File: config.mk
export PLATFORM = sky130hd
export DESIGN_NAME = axi_mem_bridge
export DESIGN_NICKNAME = d
export VERILOG_FILES = /design/src/design/axi_mem_pkg.sv /design/src/design/stream_buffer.sv /design/src/design/axi_burst_gen.sv /design/src/design/beat_arbiter.sv /design/src/design/mem_req_port.sv /design/src/design/resp_router.sv /design/src/design/axi_mem_bridge.sv
export SDC_FILE = /design/constraint.sdc
export NUM_CORES = 1
export LEC_CHECK = 0
export ABC_CLOCK_PERIOD_IN_PS = 4960
export BUFFER_PORTS_ARGS = -buffer_cell sky130_fd_sc_hd__buf_2
export CAP_MARGIN = 20
export CELL_PAD_IN_SITES_DETAIL_PLACEMENT = 1
export CELL_PAD_IN_SITES_GLOBAL_PLACEMENT = 2
export CORE_MARGIN = 5
export CORE_UTILIZATION = 30
export CTS_CLUSTER_DIAMETER = 200
export DETAILED_ROUTE_END_ITERATION = 16
export PLACE_DENSITY = 0.75
export RECOVER_POWER = 100
export SLEW_MARGIN = 20
export SYNTH_ARGS = -nofsm -noshare
export SYNTH_HDL_FRONTEND = slang
export SYNTH_SLANG_ARGS = --single-unit
File: constraint.sdc
create_clock -name clk_i -period 4.96 [get_ports clk_i]
set_clock_uncertainty 0.05 [all_clocks]
set_input_delay 0 -clock clk_i [delete_from_list [all_inputs] [get_ports clk_i]]
set_output_delay 0 -clock clk_i [all_outputs]
set_load 0.05 [all_outputs]
File: src/design/axi_mem_pkg.sv
// AXI memory bridge shared definitions.
// Holds the bus widths, the AXI channel payloads and the internal beat and
// memory request formats used by every block of the bridge.
`default_nettype none

package axi_mem_pkg;

  // Bus widths.
  localparam int unsigned ADDR_W = 16;
  localparam int unsigned DATA_W = 32;
  localparam int unsigned STRB_W = DATA_W / 8;
  localparam int unsigned ID_W   = 4;
  localparam int unsigned LEN_W  = 8;
  localparam int unsigned SIZE_W = 3;

  // Memory requests allowed in flight.
  // The beat buffer holds one entry more.
  localparam int unsigned BUF_DEPTH = 2;

  // Only OKAY is ever returned.
  localparam logic [1:0] RESP_OKAY = 2'd0;

  typedef logic [ADDR_W-1:0] addr_t;
  typedef logic [DATA_W-1:0] data_t;
  typedef logic [STRB_W-1:0] strb_t;
  typedef logic [ID_W-1:0]   id_t;
  typedef logic [LEN_W-1:0]  len_t;
  typedef logic [SIZE_W-1:0] size_t;

  // AR or AW request, INCR bursts only.
  typedef struct packed {
    id_t   id;
    addr_t addr;
    len_t  len;
    size_t size;
  } ax_chan_t;

  typedef struct packed {
    data_t data;
    strb_t strb;
    logic  last;
  } w_chan_t;

  typedef struct packed {
    id_t        id;
    logic [1:0] resp;
  } b_chan_t;

  typedef struct packed {
    id_t        id;
    data_t      data;
    logic [1:0] resp;
    logic       last;
  } r_chan_t;

  // One beat as produced by a burst generator.
  typedef struct packed {
    id_t   id;
    addr_t addr;
    size_t size;
    logic  last;
    logic  write;
  } beat_meta_t;

  typedef struct packed {
    addr_t addr;
    data_t wdata;
    strb_t strb;
    logic  we;
  } mem_req_t;

endpackage

`default_nettype wire

File: src/design/stream_buffer.sv
// Fall-through stream FIFO.
// Circular buffer of DEPTH entries with valid/ready on both sides.
// When empty, the input is presented at the output in the same cycle.
`timescale 1ns/1ps
`default_nettype none

module stream_buffer #(
  parameter type         T     = logic,
  parameter int unsigned DEPTH = 2
) (
  input  wire logic clk_i,
  input  wire logic rst_n_i,
  input  T          data_i,
  input  wire logic valid_i,
  output logic      ready_o,
  output T          data_o,
  output logic      valid_o,
  input  wire logic ready_i
);

  localparam int unsigned PTR_W = (DEPTH > 1) ? $clog2(DEPTH) : 1;
  localparam int unsigned CNT_W = $clog2(DEPTH + 1);

  T                   mem_q [DEPTH];
  logic [PTR_W-1:0]   wr_ptr_q, rd_ptr_q;
  logic [CNT_W-1:0]   cnt_q;
  logic               empty, push, pop;

  assign empty   = (cnt_q == '0);
  assign ready_o = (cnt_q != CNT_W'(DEPTH));
  assign valid_o = ~empty | valid_i;
  assign data_o  = empty ? data_i : mem_q[rd_ptr_q];

  // A beat passing straight through is neither stored nor popped.
  assign push = valid_i & ready_o & ~(empty & ready_i);
  assign pop  = ready_i & ~empty;

  always_ff @(posedge clk_i) begin
    if (!rst_n_i) begin
      wr_ptr_q <= '0;
      rd_ptr_q <= '0;
      cnt_q    <= '0;
    end else begin
      if (push) begin
        wr_ptr_q <= (wr_ptr_q == PTR_W'(DEPTH - 1)) ? '0 : wr_ptr_q + 1'b1;
      end
      if (pop) begin
        rd_ptr_q <= (rd_ptr_q == PTR_W'(DEPTH - 1)) ? '0 : rd_ptr_q + 1'b1;
      end
      cnt_q <= cnt_q + CNT_W'(push) - CNT_W'(pop);
    end
  end

  always_ff @(posedge clk_i) begin
    if (push) begin
      mem_q[wr_ptr_q] <= data_i;
    end
  end

endmodule

`default_nettype wire

File: src/design/axi_burst_gen.sv
// Burst generator.
// Takes one AR or AW request and emits one beat per transfer of the burst.
// The first beat carries the address as given, later beats step from the
// aligned address by the beat size. Write beats wait for W data.
`timescale 1ns/1ps
`default_nettype none

module axi_burst_gen #(
  parameter bit IS_WRITE = 1'b0
) (
  input  wire logic                   clk_i,
  input  wire logic                   rst_n_i,
  input  axi_mem_pkg::ax_chan_t       ax_i,
  input  wire logic                   ax_valid_i,
  output logic                        ax_ready_o,
  input  wire logic                   w_valid_i,
  output axi_mem_pkg::beat_meta_t     beat_o,
  output logic                        beat_valid_o,
  input  wire logic                   beat_ready_i,
  output logic                        burst_active_o
);

  // Beats still to come after the current one.
  axi_mem_pkg::len_t       cnt_q, cnt_d;
  // Last issued beat, with the aligned address.
  axi_mem_pkg::beat_meta_t meta_q, meta_d;
  axi_mem_pkg::addr_t      size_mask;
  logic                    data_ok;

  // Reads never wait for data.
  assign data_ok = !IS_WRITE || w_valid_i;

  // Low address bits cleared by alignment.
  assign size_mask = (axi_mem_pkg::addr_t'(1) << ax_i.size) - axi_mem_pkg::addr_t'(1);

  assign burst_active_o = (cnt_q != '0);

  always_comb begin
    ax_ready_o   = 1'b0;
    beat_valid_o = 1'b0;
    beat_o       = meta_q;
    cnt_d        = cnt_q;
    meta_d       = meta_q;
    if (cnt_q != '0) begin
      // Burst in progress, step from the aligned address.
      beat_o.addr  = meta_q.addr + (axi_mem_pkg::addr_t'(1) << meta_q.size);
      beat_o.last  = (cnt_q == axi_mem_pkg::len_t'(1));
      beat_valid_o = data_ok;
      if (data_ok && beat_ready_i) begin
        cnt_d       = cnt_q - axi_mem_pkg::len_t'(1);
        meta_d.addr = beat_o.addr;
      end
    end else if (ax_valid_i && data_ok) begin
      // New request, first beat uses the unaligned address.
      beat_o.id    = ax_i.id;
      beat_o.addr  = ax_i.addr;
      beat_o.size  = ax_i.size;
      beat_o.last  = (ax_i.len == '0);
      beat_o.write = IS_WRITE;
      beat_valid_o = 1'b1;
      if (beat_ready_i) begin
        ax_ready_o  = 1'b1;
        cnt_d       = ax_i.len;
        meta_d      = beat_o;
        meta_d.addr = ax_i.addr & ~size_mask;
      end
    end
  end

  always_ff @(posedge clk_i) begin
    if (!rst_n_i) begin
      cnt_q <= '0;
    end else begin
      cnt_q <= cnt_d;
    end
  end

  // Beat payload needs no reset.
  always_ff @(posedge clk_i) begin
    meta_q <= meta_d;
  end

endmodule

`default_nettype wire

File: src/design/beat_arbiter.sv
// Read/write beat arbiter.
// Picks one of the two beat streams, holds the choice under back-pressure
// and forks the winner to the beat buffer and to the memory port.
// The memory request takes its write data from the current W beat.
`timescale 1ns/1ps
`default_nettype none

module beat_arbiter (
  input  wire logic                   clk_i,
  input  wire logic                   rst_n_i,
  input  axi_mem_pkg::beat_meta_t     rd_beat_i,
  input  wire logic                   rd_valid_i,
  output logic                        rd_ready_o,
  input  axi_mem_pkg::beat_meta_t     wr_beat_i,
  input  wire logic                   wr_valid_i,
  output logic                        wr_ready_o,
  input  wire logic                   rd_active_i,
  input  wire logic                   wr_active_i,
  input  axi_mem_pkg::w_chan_t        w_i,
  output logic                        w_ready_o,
  output axi_mem_pkg::beat_meta_t     meta_o,
  output logic                        meta_valid_o,
  input  wire logic                   meta_ready_i,
  output axi_mem_pkg::mem_req_t       mem_req_o,
  output logic                        mem_valid_o,
  input  wire logic                   mem_ready_i
);

  // Choice, 1 selects the write side.
  logic       sel_q, sel_d;
  logic       lock_q;
  logic       arb_valid, arb_ready;
  // Fork legs already served: bit 0 buffer, bit 1 memory.
  logic [1:0] done_q, done_d;

  always_comb begin
    sel_d = sel_q;
    if (!lock_q) begin
      if (wr_valid_i ^ rd_valid_i) begin
        sel_d = wr_valid_i;
      end else if (wr_valid_i && rd_valid_i) begin
        // Single write beats cannot be interleaved, so they go first.
        if (wr_beat_i.last && !rd_beat_i.last) begin
          sel_d = 1'b1;
        end else if (wr_active_i) begin
          sel_d = 1'b1;
        end else if (rd_active_i) begin
          sel_d = 1'b0;
        end else begin
          // Round robin.
          sel_d = ~sel_q;
        end
      end
    end
  end

  assign arb_valid = sel_d ? wr_valid_i : rd_valid_i;
  assign meta_o    = sel_d ? wr_beat_i : rd_beat_i;

  // Fork completes once both legs have taken the beat.
  assign arb_ready    = (meta_ready_i | done_q[0]) & (mem_ready_i | done_q[1]);
  assign meta_valid_o = arb_valid & ~done_q[0];
  assign mem_valid_o  = arb_valid & ~done_q[1];

  assign rd_ready_o = ~sel_d & arb_ready;
  assign wr_ready_o = sel_d & arb_ready;
  // W is consumed together with its write beat.
  assign w_ready_o  = sel_d & wr_valid_i & arb_ready;

  assign mem_req_o.addr  = meta_o.addr;
  assign mem_req_o.wdata = w_i.data;
  assign mem_req_o.strb  = meta_o.write ? w_i.strb : '0;
  assign mem_req_o.we    = meta_o.write;

  always_comb begin
    if (arb_valid && arb_ready) begin
      done_d = 2'b00;
    end else begin
      done_d[0] = done_q[0] | (meta_valid_o & meta_ready_i);
      done_d[1] = done_q[1] | (mem_valid_o & mem_ready_i);
    end
  end

  always_ff @(posedge clk_i) begin
    if (!rst_n_i) begin
      sel_q  <= 1'b0;
      lock_q <= 1'b0;
      done_q <= 2'b00;
    end else begin
      sel_q  <= sel_d;
      // Hold the choice until the beat is fully forked.
      lock_q <= arb_valid & ~arb_ready;
      done_q <= done_d;
    end
  end

endmodule

`default_nettype wire

File: src/design/mem_req_port.sv
// Memory request port.
// Forwards requests to the memory while a response slot is free and
// captures every memory response, since rvalid cannot be stalled.
// Outstanding plus buffered responses never exceed BUF_DEPTH.
`timescale 1ns/1ps
`default_nettype none

module mem_req_port (
  input  wire logic                clk_i,
  input  wire logic                rst_n_i,
  input  axi_mem_pkg::mem_req_t    req_i,
  input  wire logic                req_valid_i,
  output logic                     req_ready_o,
  output axi_mem_pkg::data_t       resp_o,
  output logic                     resp_valid_o,
  input  wire logic                resp_ready_i,
  output axi_mem_pkg::mem_req_t    mem_o,
  output logic                     mem_req_o,
  input  wire logic                mem_gnt_i,
  input  wire logic                mem_rvalid_i,
  input  axi_mem_pkg::data_t       mem_rdata_i
);

  localparam int unsigned CNT_W = $clog2(axi_mem_pkg::BUF_DEPTH + 1);

  // Requests in flight or waiting in the response buffer.
  logic [CNT_W-1:0] credit_q;
  logic             slot_free, issue, retire;

  assign slot_free = (credit_q < CNT_W'(axi_mem_pkg::BUF_DEPTH));

  assign mem_o       = req_i;
  assign mem_req_o   = req_valid_i & slot_free;
  assign req_ready_o = mem_gnt_i & slot_free;

  assign issue  = mem_req_o & mem_gnt_i;
  assign retire = resp_valid_o & resp_ready_i;

  always_ff @(posedge clk_i) begin
    if (!rst_n_i) begin
      credit_q <= '0;
    end else begin
      credit_q <= credit_q + CNT_W'(issue) - CNT_W'(retire);
    end
  end

  // Response buffer, falls through in the rvalid cycle.
  // Room is guaranteed by the credit count.
  stream_buffer #(
    .T     ( axi_mem_pkg::data_t    ),
    .DEPTH ( axi_mem_pkg::BUF_DEPTH )
  ) resp_buf (
    .clk_i   ( clk_i        ),
    .rst_n_i ( rst_n_i      ),
    .data_i  ( mem_rdata_i  ),
    .valid_i ( mem_rvalid_i ),
    .ready_o (              ),
    .data_o  ( resp_o       ),
    .valid_o ( resp_valid_o ),
    .ready_i ( resp_ready_i )
  );

endmodule

`default_nettype wire

File: src/design/resp_router.sv
// Response router.
// Joins memory response data with the buffered beat description and steers
// the pair to R for reads or to B for the last write beat of a burst.
// Other write beats are dropped. All responses are OKAY.
`timescale 1ns/1ps
`default_nettype none

module resp_router (
  input  axi_mem_pkg::beat_meta_t meta_i,
  input  wire logic               meta_valid_i,
  output logic                    meta_ready_o,
  input  axi_mem_pkg::data_t      data_i,
  input  wire logic               data_valid_i,
  output logic                    data_ready_o,
  output axi_mem_pkg::b_chan_t    b_o,
  output logic                    b_valid_o,
  input  wire logic               b_ready_i,
  output axi_mem_pkg::r_chan_t    r_o,
  output logic                    r_valid_o,
  input  wire logic               r_ready_i
);

  logic join_valid, join_ready;
  logic to_r, to_b;

  assign join_valid = meta_valid_i & data_valid_i;

  assign to_r = ~meta_i.write;
  assign to_b = meta_i.write & meta_i.last;

  assign r_valid_o = join_valid & to_r;
  assign b_valid_o = join_valid & to_b;

  // Intermediate write beats need no sink.
  assign join_ready = to_r ? r_ready_i : (to_b ? b_ready_i : 1'b1);

  // Both sides are consumed together.
  assign meta_ready_o = data_valid_i & join_ready;
  assign data_ready_o = meta_valid_i & join_ready;

  assign b_o.id   = meta_i.id;
  assign b_o.resp = axi_mem_pkg::RESP_OKAY;

  assign r_o.id   = meta_i.id;
  assign r_o.data = data_i;
  assign r_o.resp = axi_mem_pkg::RESP_OKAY;
  assign r_o.last = meta_i.last;

endmodule

`default_nettype wire

File: src/design/axi_mem_bridge.sv
// AXI4 slave to memory bridge.
// Splits read and write bursts into single-beat memory requests,
// arbitrates between both directions and returns one B per write burst
// and one R per read beat.
`timescale 1ns/1ps
`default_nettype none

module axi_mem_bridge (
  input  wire logic               clk_i,
  input  wire logic               rst_n_i,
  input  axi_mem_pkg::ax_chan_t   aw_i,
  input  wire logic               aw_valid_i,
  output logic                    aw_ready_o,
  input  axi_mem_pkg::w_chan_t    w_i,
  input  wire logic               w_valid_i,
  output logic                    w_ready_o,
  output axi_mem_pkg::b_chan_t    b_o,
  output logic                    b_valid_o,
  input  wire logic               b_ready_i,
  input  axi_mem_pkg::ax_chan_t   ar_i,
  input  wire logic               ar_valid_i,
  output logic                    ar_ready_o,
  output axi_mem_pkg::r_chan_t    r_o,
  output logic                    r_valid_o,
  input  wire logic               r_ready_i,
  output axi_mem_pkg::mem_req_t   mem_o,
  output logic                    mem_req_o,
  input  wire logic               mem_gnt_i,
  input  wire logic               mem_rvalid_i,
  input  axi_mem_pkg::data_t      mem_rdata_i
);

  axi_mem_pkg::beat_meta_t rd_beat, wr_beat, arb_meta, buf_meta;
  axi_mem_pkg::mem_req_t   arb_req;
  axi_mem_pkg::data_t      resp_data;
  logic rd_valid, rd_ready, rd_active;
  logic wr_valid, wr_ready, wr_active;
  logic arb_meta_valid, arb_meta_ready;
  logic arb_req_valid, arb_req_ready;
  logic buf_valid, buf_ready;
  logic resp_valid, resp_ready;

  // Reads do not wait for W.
  axi_burst_gen #(.IS_WRITE(1'b0)) rd_gen (
    .clk_i          ( clk_i      ),
    .rst_n_i        ( rst_n_i    ),
    .ax_i           ( ar_i       ),
    .ax_valid_i     ( ar_valid_i ),
    .ax_ready_o     ( ar_ready_o ),
    .w_valid_i      ( 1'b1       ),
    .beat_o         ( rd_beat    ),
    .beat_valid_o   ( rd_valid   ),
    .beat_ready_i   ( rd_ready   ),
    .burst_active_o ( rd_active  )
  );

  axi_burst_gen #(.IS_WRITE(1'b1)) wr_gen (
    .clk_i          ( clk_i      ),
    .rst_n_i        ( rst_n_i    ),
    .ax_i           ( aw_i       ),
    .ax_valid_i     ( aw_valid_i ),
    .ax_ready_o     ( aw_ready_o ),
    .w_valid_i      ( w_valid_i  ),
    .beat_o         ( wr_beat    ),
    .beat_valid_o   ( wr_valid   ),
    .beat_ready_i   ( wr_ready   ),
    .burst_active_o ( wr_active  )
  );

  beat_arbiter arb (
    .clk_i        ( clk_i          ),
    .rst_n_i      ( rst_n_i        ),
    .rd_beat_i    ( rd_beat        ),
    .rd_valid_i   ( rd_valid       ),
    .rd_ready_o   ( rd_ready       ),
    .wr_beat_i    ( wr_beat        ),
    .wr_valid_i   ( wr_valid       ),
    .wr_ready_o   ( wr_ready       ),
    .rd_active_i  ( rd_active      ),
    .wr_active_i  ( wr_active      ),
    .w_i          ( w_i            ),
    .w_ready_o    ( w_ready_o      ),
    .meta_o       ( arb_meta       ),
    .meta_valid_o ( arb_meta_valid ),
    .meta_ready_i ( arb_meta_ready ),
    .mem_req_o    ( arb_req        ),
    .mem_valid_o  ( arb_req_valid  ),
    .mem_ready_i  ( arb_req_ready  )
  );

  // One entry more than requests in flight, so the fork never waits on it.
  stream_buffer #(
    .T     ( axi_mem_pkg::beat_meta_t   ),
    .DEPTH ( axi_mem_pkg::BUF_DEPTH + 1 )
  ) meta_buf (
    .clk_i   ( clk_i          ),
    .rst_n_i ( rst_n_i        ),
    .data_i  ( arb_meta       ),
    .valid_i ( arb_meta_valid ),
    .ready_o ( arb_meta_ready ),
    .data_o  ( buf_meta       ),
    .valid_o ( buf_valid      ),
    .ready_i ( buf_ready      )
  );

  mem_req_port mem_port (
    .clk_i        ( clk_i         ),
    .rst_n_i      ( rst_n_i       ),
    .req_i        ( arb_req       ),
    .req_valid_i  ( arb_req_valid ),
    .req_ready_o  ( arb_req_ready ),
    .resp_o       ( resp_data     ),
    .resp_valid_o ( resp_valid    ),
    .resp_ready_i ( resp_ready    ),
    .mem_o        ( mem_o         ),
    .mem_req_o    ( mem_req_o     ),
    .mem_gnt_i    ( mem_gnt_i     ),
    .mem_rvalid_i ( mem_rvalid_i  ),
    .mem_rdata_i  ( mem_rdata_i   )
  );

  resp_router router (
    .meta_i       ( buf_meta   ),
    .meta_valid_i ( buf_valid  ),
    .meta_ready_o ( buf_ready  ),
    .data_i       ( resp_data  ),
    .data_valid_i ( resp_valid ),
    .data_ready_o ( resp_ready ),
    .b_o          ( b_o        ),
    .b_valid_o    ( b_valid_o  ),
    .b_ready_i    ( b_ready_i  ),
    .r_o          ( r_o        ),
    .r_valid_o    ( r_valid_o  ),
    .r_ready_i    ( r_ready_i  )
  );

endmodule

`default_nettype wire

## Yosys cells after proc, flatten, opt, wreduce, memory -nomap -nowiden

Memories as Yosys holds them, arrays and structs flattened. A register that Yosys moved wholly into a read port is not among the register bits.
Index checks and enable logic that the tools add are counted.

| cells by class | value |
|---|---|
| add/subtract/negate cells | 16 |
| multipliers | 0 |
| div/mod/pow operators | 0 |
| order comparisons | 1 |
| equality and inequality tests | 7 |
| shifts and indexed selects | 4 |
| mux-type cells | 63 |
| bitwise gates (word level) | 51 |
| reduce and logical (&&, ||, !) cells | 20 |

Operators with widths:

| cell | count |
|---|---|
| 25-bit two-way mux | 4 |
| 16-bit two-way mux | 6 |
| 21-bit two-way mux | 4 |
| 8-bit two-way mux | 8 |
| 1-bit by 3-bit left shift with 16-bit output (first input constant) | 4 |
| 16-bit adder | 2 |
| 16-bit AND | 2 |
| 32-bit two-way mux | 1 |
| 16-bit inverter | 2 |
| 16-bit by 1-bit subtractor with 16-bit output (second input constant) | 2 |
| 1-bit two-way mux | 31 |
| 1-bit AND | 27 |
| 8-bit by 1-bit == test with 1-bit output (second input constant) | 2 |
| 8-bit zero test | 2 |
| 8-bit nonzero test | 2 |
| 8-bit by 1-bit subtractor with 8-bit output (second input constant) | 2 |
| 1-bit inverter | 13 |
| 4-bit two-way mux | 3 |
| 3-bit AND reduction | 3 |
| 2-bit two-way mux | 4 |
| 2-bit by 1-bit adder with 2-bit output | 3 |
| 3-bit two-way mux | 2 |
| 2-bit != test (second input constant) | 3 |
| 1-bit OR | 6 |
| 12 further kinds | 24 |

| storage, ports and cells | value |
|---|---|
| flip-flop bits (word level) | 80 |
| latch bits | 0 |
| RAM bits | 139 |
| ROM bits | 0 |
| input port bits | 140 |
| output and inout bits | 104 |
| word-level logic and storage cells | 184 |
| memories | 2 |

Memories:

| memory | depth | bits a word | read ports | clocked after Yosys merged registers in | wr ports | RTL line | RTL |
|---|---|---|---|---|---|---|---|
| meta_buf.mem_q | 3 | 25 | 1 | 1 | 1 | stream_buffer.sv:24 | `T mem_q [DEPTH];` |
| mem_port.resp_buf.mem_q | 2 | 32 | 1 | 1 | 1 | stream_buffer.sv:24 |  |

## Depth between registers and ports, before layout

| depth | value |
|---|---|
| word-level depth | 20 |
| mapped depth | 21 |
| depth with buffers taken out | 21 |

## Hierarchy

Synthesis repeated with hierarchy kept, for this count alone.

| unflattened totals | value |
|---|---|
| cells, all modules | 1,279 |
| area total of the unflattened synthesis | 13,559.3 µm² |

Modules (own cells, without submodules):

| module | instances | cells each | area an instance (µm²) | sequential area each (µm²) |
|---|---|---|---|---|
| stream_buffer at meta_buf | 1 | 223 | 3,469.6 | 2,412.3 |
| stream_buffer at mem_port.resp_buf | 1 | 199 | 2,877.8 | 2,021.9 |
| axi_burst_gen at wr_gen | 1 | 310 | 2,650.0 | 880.8 |
| axi_burst_gen at rd_gen | 1 | 309 | 2,577.5 | 880.8 |
| beat_arbiter | 1 | 117 | 1,066.0 | 80.1 |
| mem_req_port | 1 | 65 | 531.8 | 40.0 |
| resp_router | 1 | 55 | 382.9 | 0.0 |
| axi_mem_bridge | 1 | 1 | 3.8 | 0.0 |

## Least setup slack after synthesis

Ideal clock, no wire load.

| path | value |
|---|---|
| kind | flip-flop to flip-flop |
| from | register rd_gen.cnt_q[0] |
| to | memory mem_port.resp_buf.mem_q[1][0] in the netlist's numbering (enable) |
| library setup time | 0.432 ns |
| arrival time | 4.635 ns |
| data required time | 4.478 ns |
| path slack | -0.157 ns |
| stages on the path, launching flop included | 15 |
| buffers on the path | 0 |
| clock period less this slack | 5.117 ns |
| path through | dfxtp_1 -> inv_1 -> ha_1 -> nor3b_2 -> nand2_1 -> nor2_1 -> inv_1 -> ha_1 -> or2_2 -> a31o_2 -> o211ai_4 -> o22ai_2 -> mux2_2 -> a21o_1 -> a21oi_1 |

| on the way | value |
|---|---|
| word-level cells in the longest chain between the ends | 19 |

Ends and longest elaborated chain:

| what | RTL line | RTL |
|---|---|---|
| start: declaration | axi_burst_gen.sv:24 | `axi_mem_pkg::len_t cnt_q, cnt_d;` |
| start signal: assignment | axi_burst_gen.sv:74 | `cnt_q <= cnt_d;` |
| 8-bit by 1-bit == test with 1-bit output / 8-bit nonzero test (equally long branches) | axi_burst_gen.sv:47, axi_burst_gen.sv:36, axi_burst_gen.sv:44 |  |
| 1-bit two-way mux | axi_burst_gen.sv:44 | `if (cnt_q != '0) begin` |
| 1-bit zero test | beat_arbiter.sv:43 | `if (wr_beat_i.last && !rd_beat_i.last) begin` |
| 1-bit logical AND | beat_arbiter.sv:43 |  |
| 1-bit two-way mux | beat_arbiter.sv:43 |  |
| 1-bit two-way mux | beat_arbiter.sv:41 | `end else if (wr_valid_i && rd_valid_i) begin` |
| 1-bit two-way mux | beat_arbiter.sv:39 | `if (wr_valid_i ^ rd_valid_i) begin` |
| 1-bit two-way mux | beat_arbiter.sv:38 | `if (!lock_q) begin` |
| [2 not listed] | n/a |  |
| 1-bit AND | resp_router.sv:29 | `assign to_b = meta_i.write & meta_i.last;` |
| 1-bit two-way mux (2 in a row) | resp_router.sv:35 | `assign join_ready = to_r ? r_ready_i : (to_b ? b_ready_i : 1'b1);` |
| 1-bit AND * | resp_router.sv:39 | `assign data_ready_o = meta_valid_i & join_ready;` |
| 1-bit AND * | stream_buffer.sv:35 | `assign push = valid_i & ready_o & ~(empty & ready_i);` |
| 1-bit inverter * | stream_buffer.sv:35 |  |
| 1-bit AND * | stream_buffer.sv:35 |  |
| 1-bit two-way mux * | stream_buffer.sv:55 | `if (push) begin` |
| 1-bit two-way mux (not written as such) * | stream_buffer.sv:56 | `mem_q[wr_ptr_q] <= data_i;` |
| end: declaration | stream_buffer.sv:24 |  |

Mark *: on every way between the ends. The rest lies on a longest branch, timed or not.

## Final worst setup path

| path | value |
|---|---|
| from | register rd_gen.cnt_q[0] |
| to | memory mem_port.resp_buf.mem_q[0][5] in the netlist's numbering (enable) |

Same word-level chain as after synthesis.

==> results.md <==
Global route:
- The first global-routing pass estimated 49600 um of wire.
- Entering global routing, the biggest net connects 65 pins.
- The number of antenna violations at the first check in global routing is 2.
- The number of global-route vias before repair is 8965.
- In the global route stage, overall resource usage came out at 0.163.
- After global routing the overflow that remains totals 0.

Yosys:
- The share of the synthesized area in the top cell type is 0.383.
- The synthesized design spends more area on one cell type than any other, namely sky130_fd_sc_hd__edfxtp_1.
- The number of warning messages in the yosys log is 0.
- The share of the Yosys chip area taken by registers is 0.452.
- The per-instance average area after synthesis is roughly 9.8 um2.
- The most used flip-flop cell after synthesis is sky130_fd_sc_hd__edfxtp_1.
- By area the synthesized netlist is led by sky130_fd_sc_hd__edfxtp_1, sky130_fd_sc_hd__mux2i_1, sky130_fd_sc_hd__dfxtp_1, sky130_fd_sc_hd__buf_4, sky130_fd_sc_hd__a21oi_1.
- The number of register bits inferred by synthesis is 165.
- The number of distinct library cells after synthesis is 86.
- Counting flops with a built-in enable in the synthesized netlist gives 130.
- Counting flops with an async set or reset pin after synthesis yields a share of 0.
- Synthesis handed over a netlist of 1039 instances.
- The cell area that synthesis handed to floorplanning was about 0.01 mm2.

Final layout:
- The most common library cell in the layout ignoring fill and taps is sky130_fd_sc_hd__edfxtp_1.
- In the layout the commonest cells are sky130_fd_sc_hd__edfxtp_1, sky130_fd_sc_hd__dlygate4sd3_1, sky130_fd_sc_hd__clkbuf_1, sky130_fd_sc_hd__nor2_1, sky130_fd_sc_hd__nand2_1.
- Relative to the synthesized area, the layout overhead comes to 26.7%.
- Of the cells placed in the final design, the portion with a size suffix greater than 1 is 0.122.
- The net total in the final layout is 1452.

Floorplan:
- The placement row count is 67.
- The vertical extent of the die is approximately 190 um.
- The area of the core region is 0.0335 mm2.
- The full die area is approximately 0.038 mm2.
- 244 I/O pins were placed.
- For this configuration, the core starts out at a cell density of 0.304.
- In this run the horizontal extent of the chip is a little under 200 um.

CTS:
- The count of cells resized by post-cts repair is 0.
- The count of clock tree sinks is 165.
- The worst-case clock buffer depth is 2.
- The number of hold buffers added after CTS was approximately 130.
- The buffers inserted during post-CTS setup optimization is 0.
- The CTS tree is built.
- The clock insertion delay at the later pin of the skew report is 0.44 ns.
- The number of clock buffers added by TritonCTS is 17.
- Clock tree synthesis selected as its root buffer the cell sky130_fd_sc_hd__clkbuf_16.
- The clock transition time at the flip-flop clock pins of the worst setup and hold paths is around 0.08 ns.
- In this run the number of H-tree levels came out at 4.

Routing:
- The violation count after the first detailed-routing iteration is 394.
- The routed wire length is 31900 um.
- The final routed DRC violation total is 0.
- The number of antenna-violating nets in the routed design is 0.
- Dividing the detail-routed via count by the number of cells gives 4.98.
- Across all layers, the routed design uses roughly 8700 vias.
- The average wire length per cell after detail routing is ~18 um.
- The number of detailed-routing iterations run before antenna repair is 4.

Worst setup path:
- On the critical path, the stage with the largest delay is an instance of sky130_fd_sc_hd__a21oi_2.
- In this run the worst path has a maximum fanout of 20.
- The critical path data arrival time is 4.65 ns.
- The type of the setup path with the least slack is flip-flop to flip-flop.
- The endpoint class of the critical path is a flip-flop.
- The critical path launch point type is a flip-flop.
- For this run, the slowest stage of the critical path takes 0.68 ns.
- The signal on the critical path passes through inv_1, ha_1, nor3b_1, nand2_1, nor2_1, buf_4, inv_1, ha_1, a31oi_1, o211ai_4, o22ai_1, mux2_2, a21o_1, a21oi_2, buf_12.
- STA puts the critical path data required time at 5.04 ns.

Timing:
- The number of hold violations in the final report is 0.
- For the pin with the worst max-slew slack, the measured transition is approximately 2.7 ns.
- The total setup violations reported at the end of the flow is 0.
- Measured against its own limit, the worst slew margin works out to -0.797.
- The final critical delay including setup and external delays is 4.58 ns.
- Setup repair after global routing left no endpoint under its margin.
- Across all setup checks in the final design, the least slack found is between 0.3 and 0.4 ns.
- The final cycle utilization of the critical path is 0.922.
- The maximum frequency from static timing analysis is 219 MHz.
- The max-slew violation total from the final report came to 65.

Run:
- Across the run, the number of max-cap violations was 1.

Run status:
- The checks that failed: max-capacitance violations, max-slew violations.
- The flow ran to the end, but the final reports show violations.

Placement:
- At the end of routability-driven placement, the weighted congestion stood at 0.781.
- The HPWL after detailed placement is approximately 22000 um.
- The worst setup slack after placement is 0.610 ns.
- In this run the tool buffered the top-level ports with 174 buffer cells.

Min path:
- The class of the tightest hold or removal check is input port to flip-flop.
==> area by class of cell <==
| cell class | count | area (um2) |
|---|---|---|
| diodes | 1 | 2.50 |
| multi-input cells | 733 | 4780 |
| fillers | 3890 | 20600 |
| inverters | 42 | 159 |
| clock buffers | 17 | 425 |
| clock inverters | 15 | 191 |
| flip-flops and latches | 165 | 4610 |
| repair buffers | 321 | 2170 |
| well taps | 448 | 561 |
==> path summary, 6_finish.rpt <==
kind,startpoint,end,slack [ns],cells past startpoint
hold reg to reg,mem_port.resp_buf.rd_ptr_q$_SDFFE_PN0P_,flip-flop,0.42,2
setup reg to reg,rd_gen.cnt_q[0]$_SDFFE_PN0P_,mem_port.resp_buf.mem_q[0][5]$_DFFE_PP_,0.38,15
setup / recovery,rd_gen.cnt_q[0]$_SDFFE_PN0P_,mem_port.resp_buf.mem_q[0][5]$_DFFE_PP_,0.38,15
hold / removal,r_ready_i,mem_port.resp_buf.wr_ptr_q$_SDFFE_PN0P_,0.02,4
==> cells in the mapped netlist, drive strengths merged, types with 3 or more instances <==
master / count
xnor2: 21
mux2: 8
and3: 21
o2111ai: 6
nand3: 20
o22ai: 4
or2: 4
nor2b: 8
nand3b: 6
inv: 41
nor3: 19
o211ai: 10
a21boi: 5
mux2i: 74
edfxtp: 130
ha: 30
a31oi: 9
nand2b: 7
o21ai: 53
or3: 12
nand2: 102
o311ai: 3
a22o: 9
o41ai: 3
nor2: 101
a211oi: 3
nor4: 5
o31ai: 6
a21o: 8
buf: 69
o21a: 4
a31o: 5
nor3b: 11
and2: 9
dfxtp: 35
clkbuf: 33
xor2: 10
a21oi: 89
==> worst max-delay path: cells and delay by family (launching register included) <==
family | cells | cell delay [ns]
muxes | 1 | 0.44
and+or+nand+nor | 3 | 0.49
DFF | 1 | 0.35
AOI/OAI and AO/OA | 5 | 1.78
buffers and inverters | 4 | 0.61
adders and majority gates | 2 | 0.55
==> per-layer routing <==
metal | part of all wire | track usage | up-vias
li1 | - | - | 4223
met1 | 0.46 | 0.216 | 4253
met2 | 0.48 | 0.276 | 176
met3 | 0.036 | 0.0281 | 28
met4 | 0.016 | 0.0453 | 2
met5 | 0.00022 | 0 | -
==> kinds of logic (layout without fill, tap and decap cells) <==
kind of cell               count (synthesis)  count (layout)  share of synthesized area
muxes                                     82              82                     0.0820
DFF                                      165             165                      0.452
other                                      1               5                   0.000368
AOI/OAI and AO/OA                        245             245                      0.157
adders and majority gates                 32              32                     0.0408
and+or+nand+nor                          339             339                      0.165
xor gates and xnor gates                  31              31                     0.0267
buffers and inverters                    144             395                     0.0763
==> stage by stage <==
step | instance area, um2 | TNS, ns | std cells | utilization | hold slack [ns]
after global routing | 12900 | 0 | 1742 | 0.385 | 0.0268
after floorplan | 10200 | -10.05 | 1042 | - | 0.0489
after global placement | 11200 | 0 | 1580 | 0.334 | -0.0497
after CTS | 13100 | 0 | 1741 | 0.391 | 0.00663
final | 12900 | 0 | 1742 | 0.385 | 0.0233
after detailed placement | 11200 | 0 | 1580 | 0.334 | -0.0497
==> state kept, by name, indices dropped and copies added, names as in the netlist, named ones only <==
signal,flops
arb.done_q,2
arb.lock_q,1
arb.sel_q,1
mem_port.credit_q,2
mem_port.resp_buf.cnt_q,2
mem_port.resp_buf.mem_q,64
mem_port.resp_buf.rd_ptr_q,1
mem_port.resp_buf.wr_ptr_q,1
meta_buf.cnt_q,2
meta_buf.mem_q,18
meta_buf.rd_ptr_q,2
meta_buf.wr_ptr_q,2
rd_gen.cnt_q,8
rd_gen.meta_q,24
wr_gen.cnt_q,8
wr_gen.meta_q,24
Power is not shown: default switching activity piles up to over one toggle a cycle in this logic, so the estimate is an artifact.
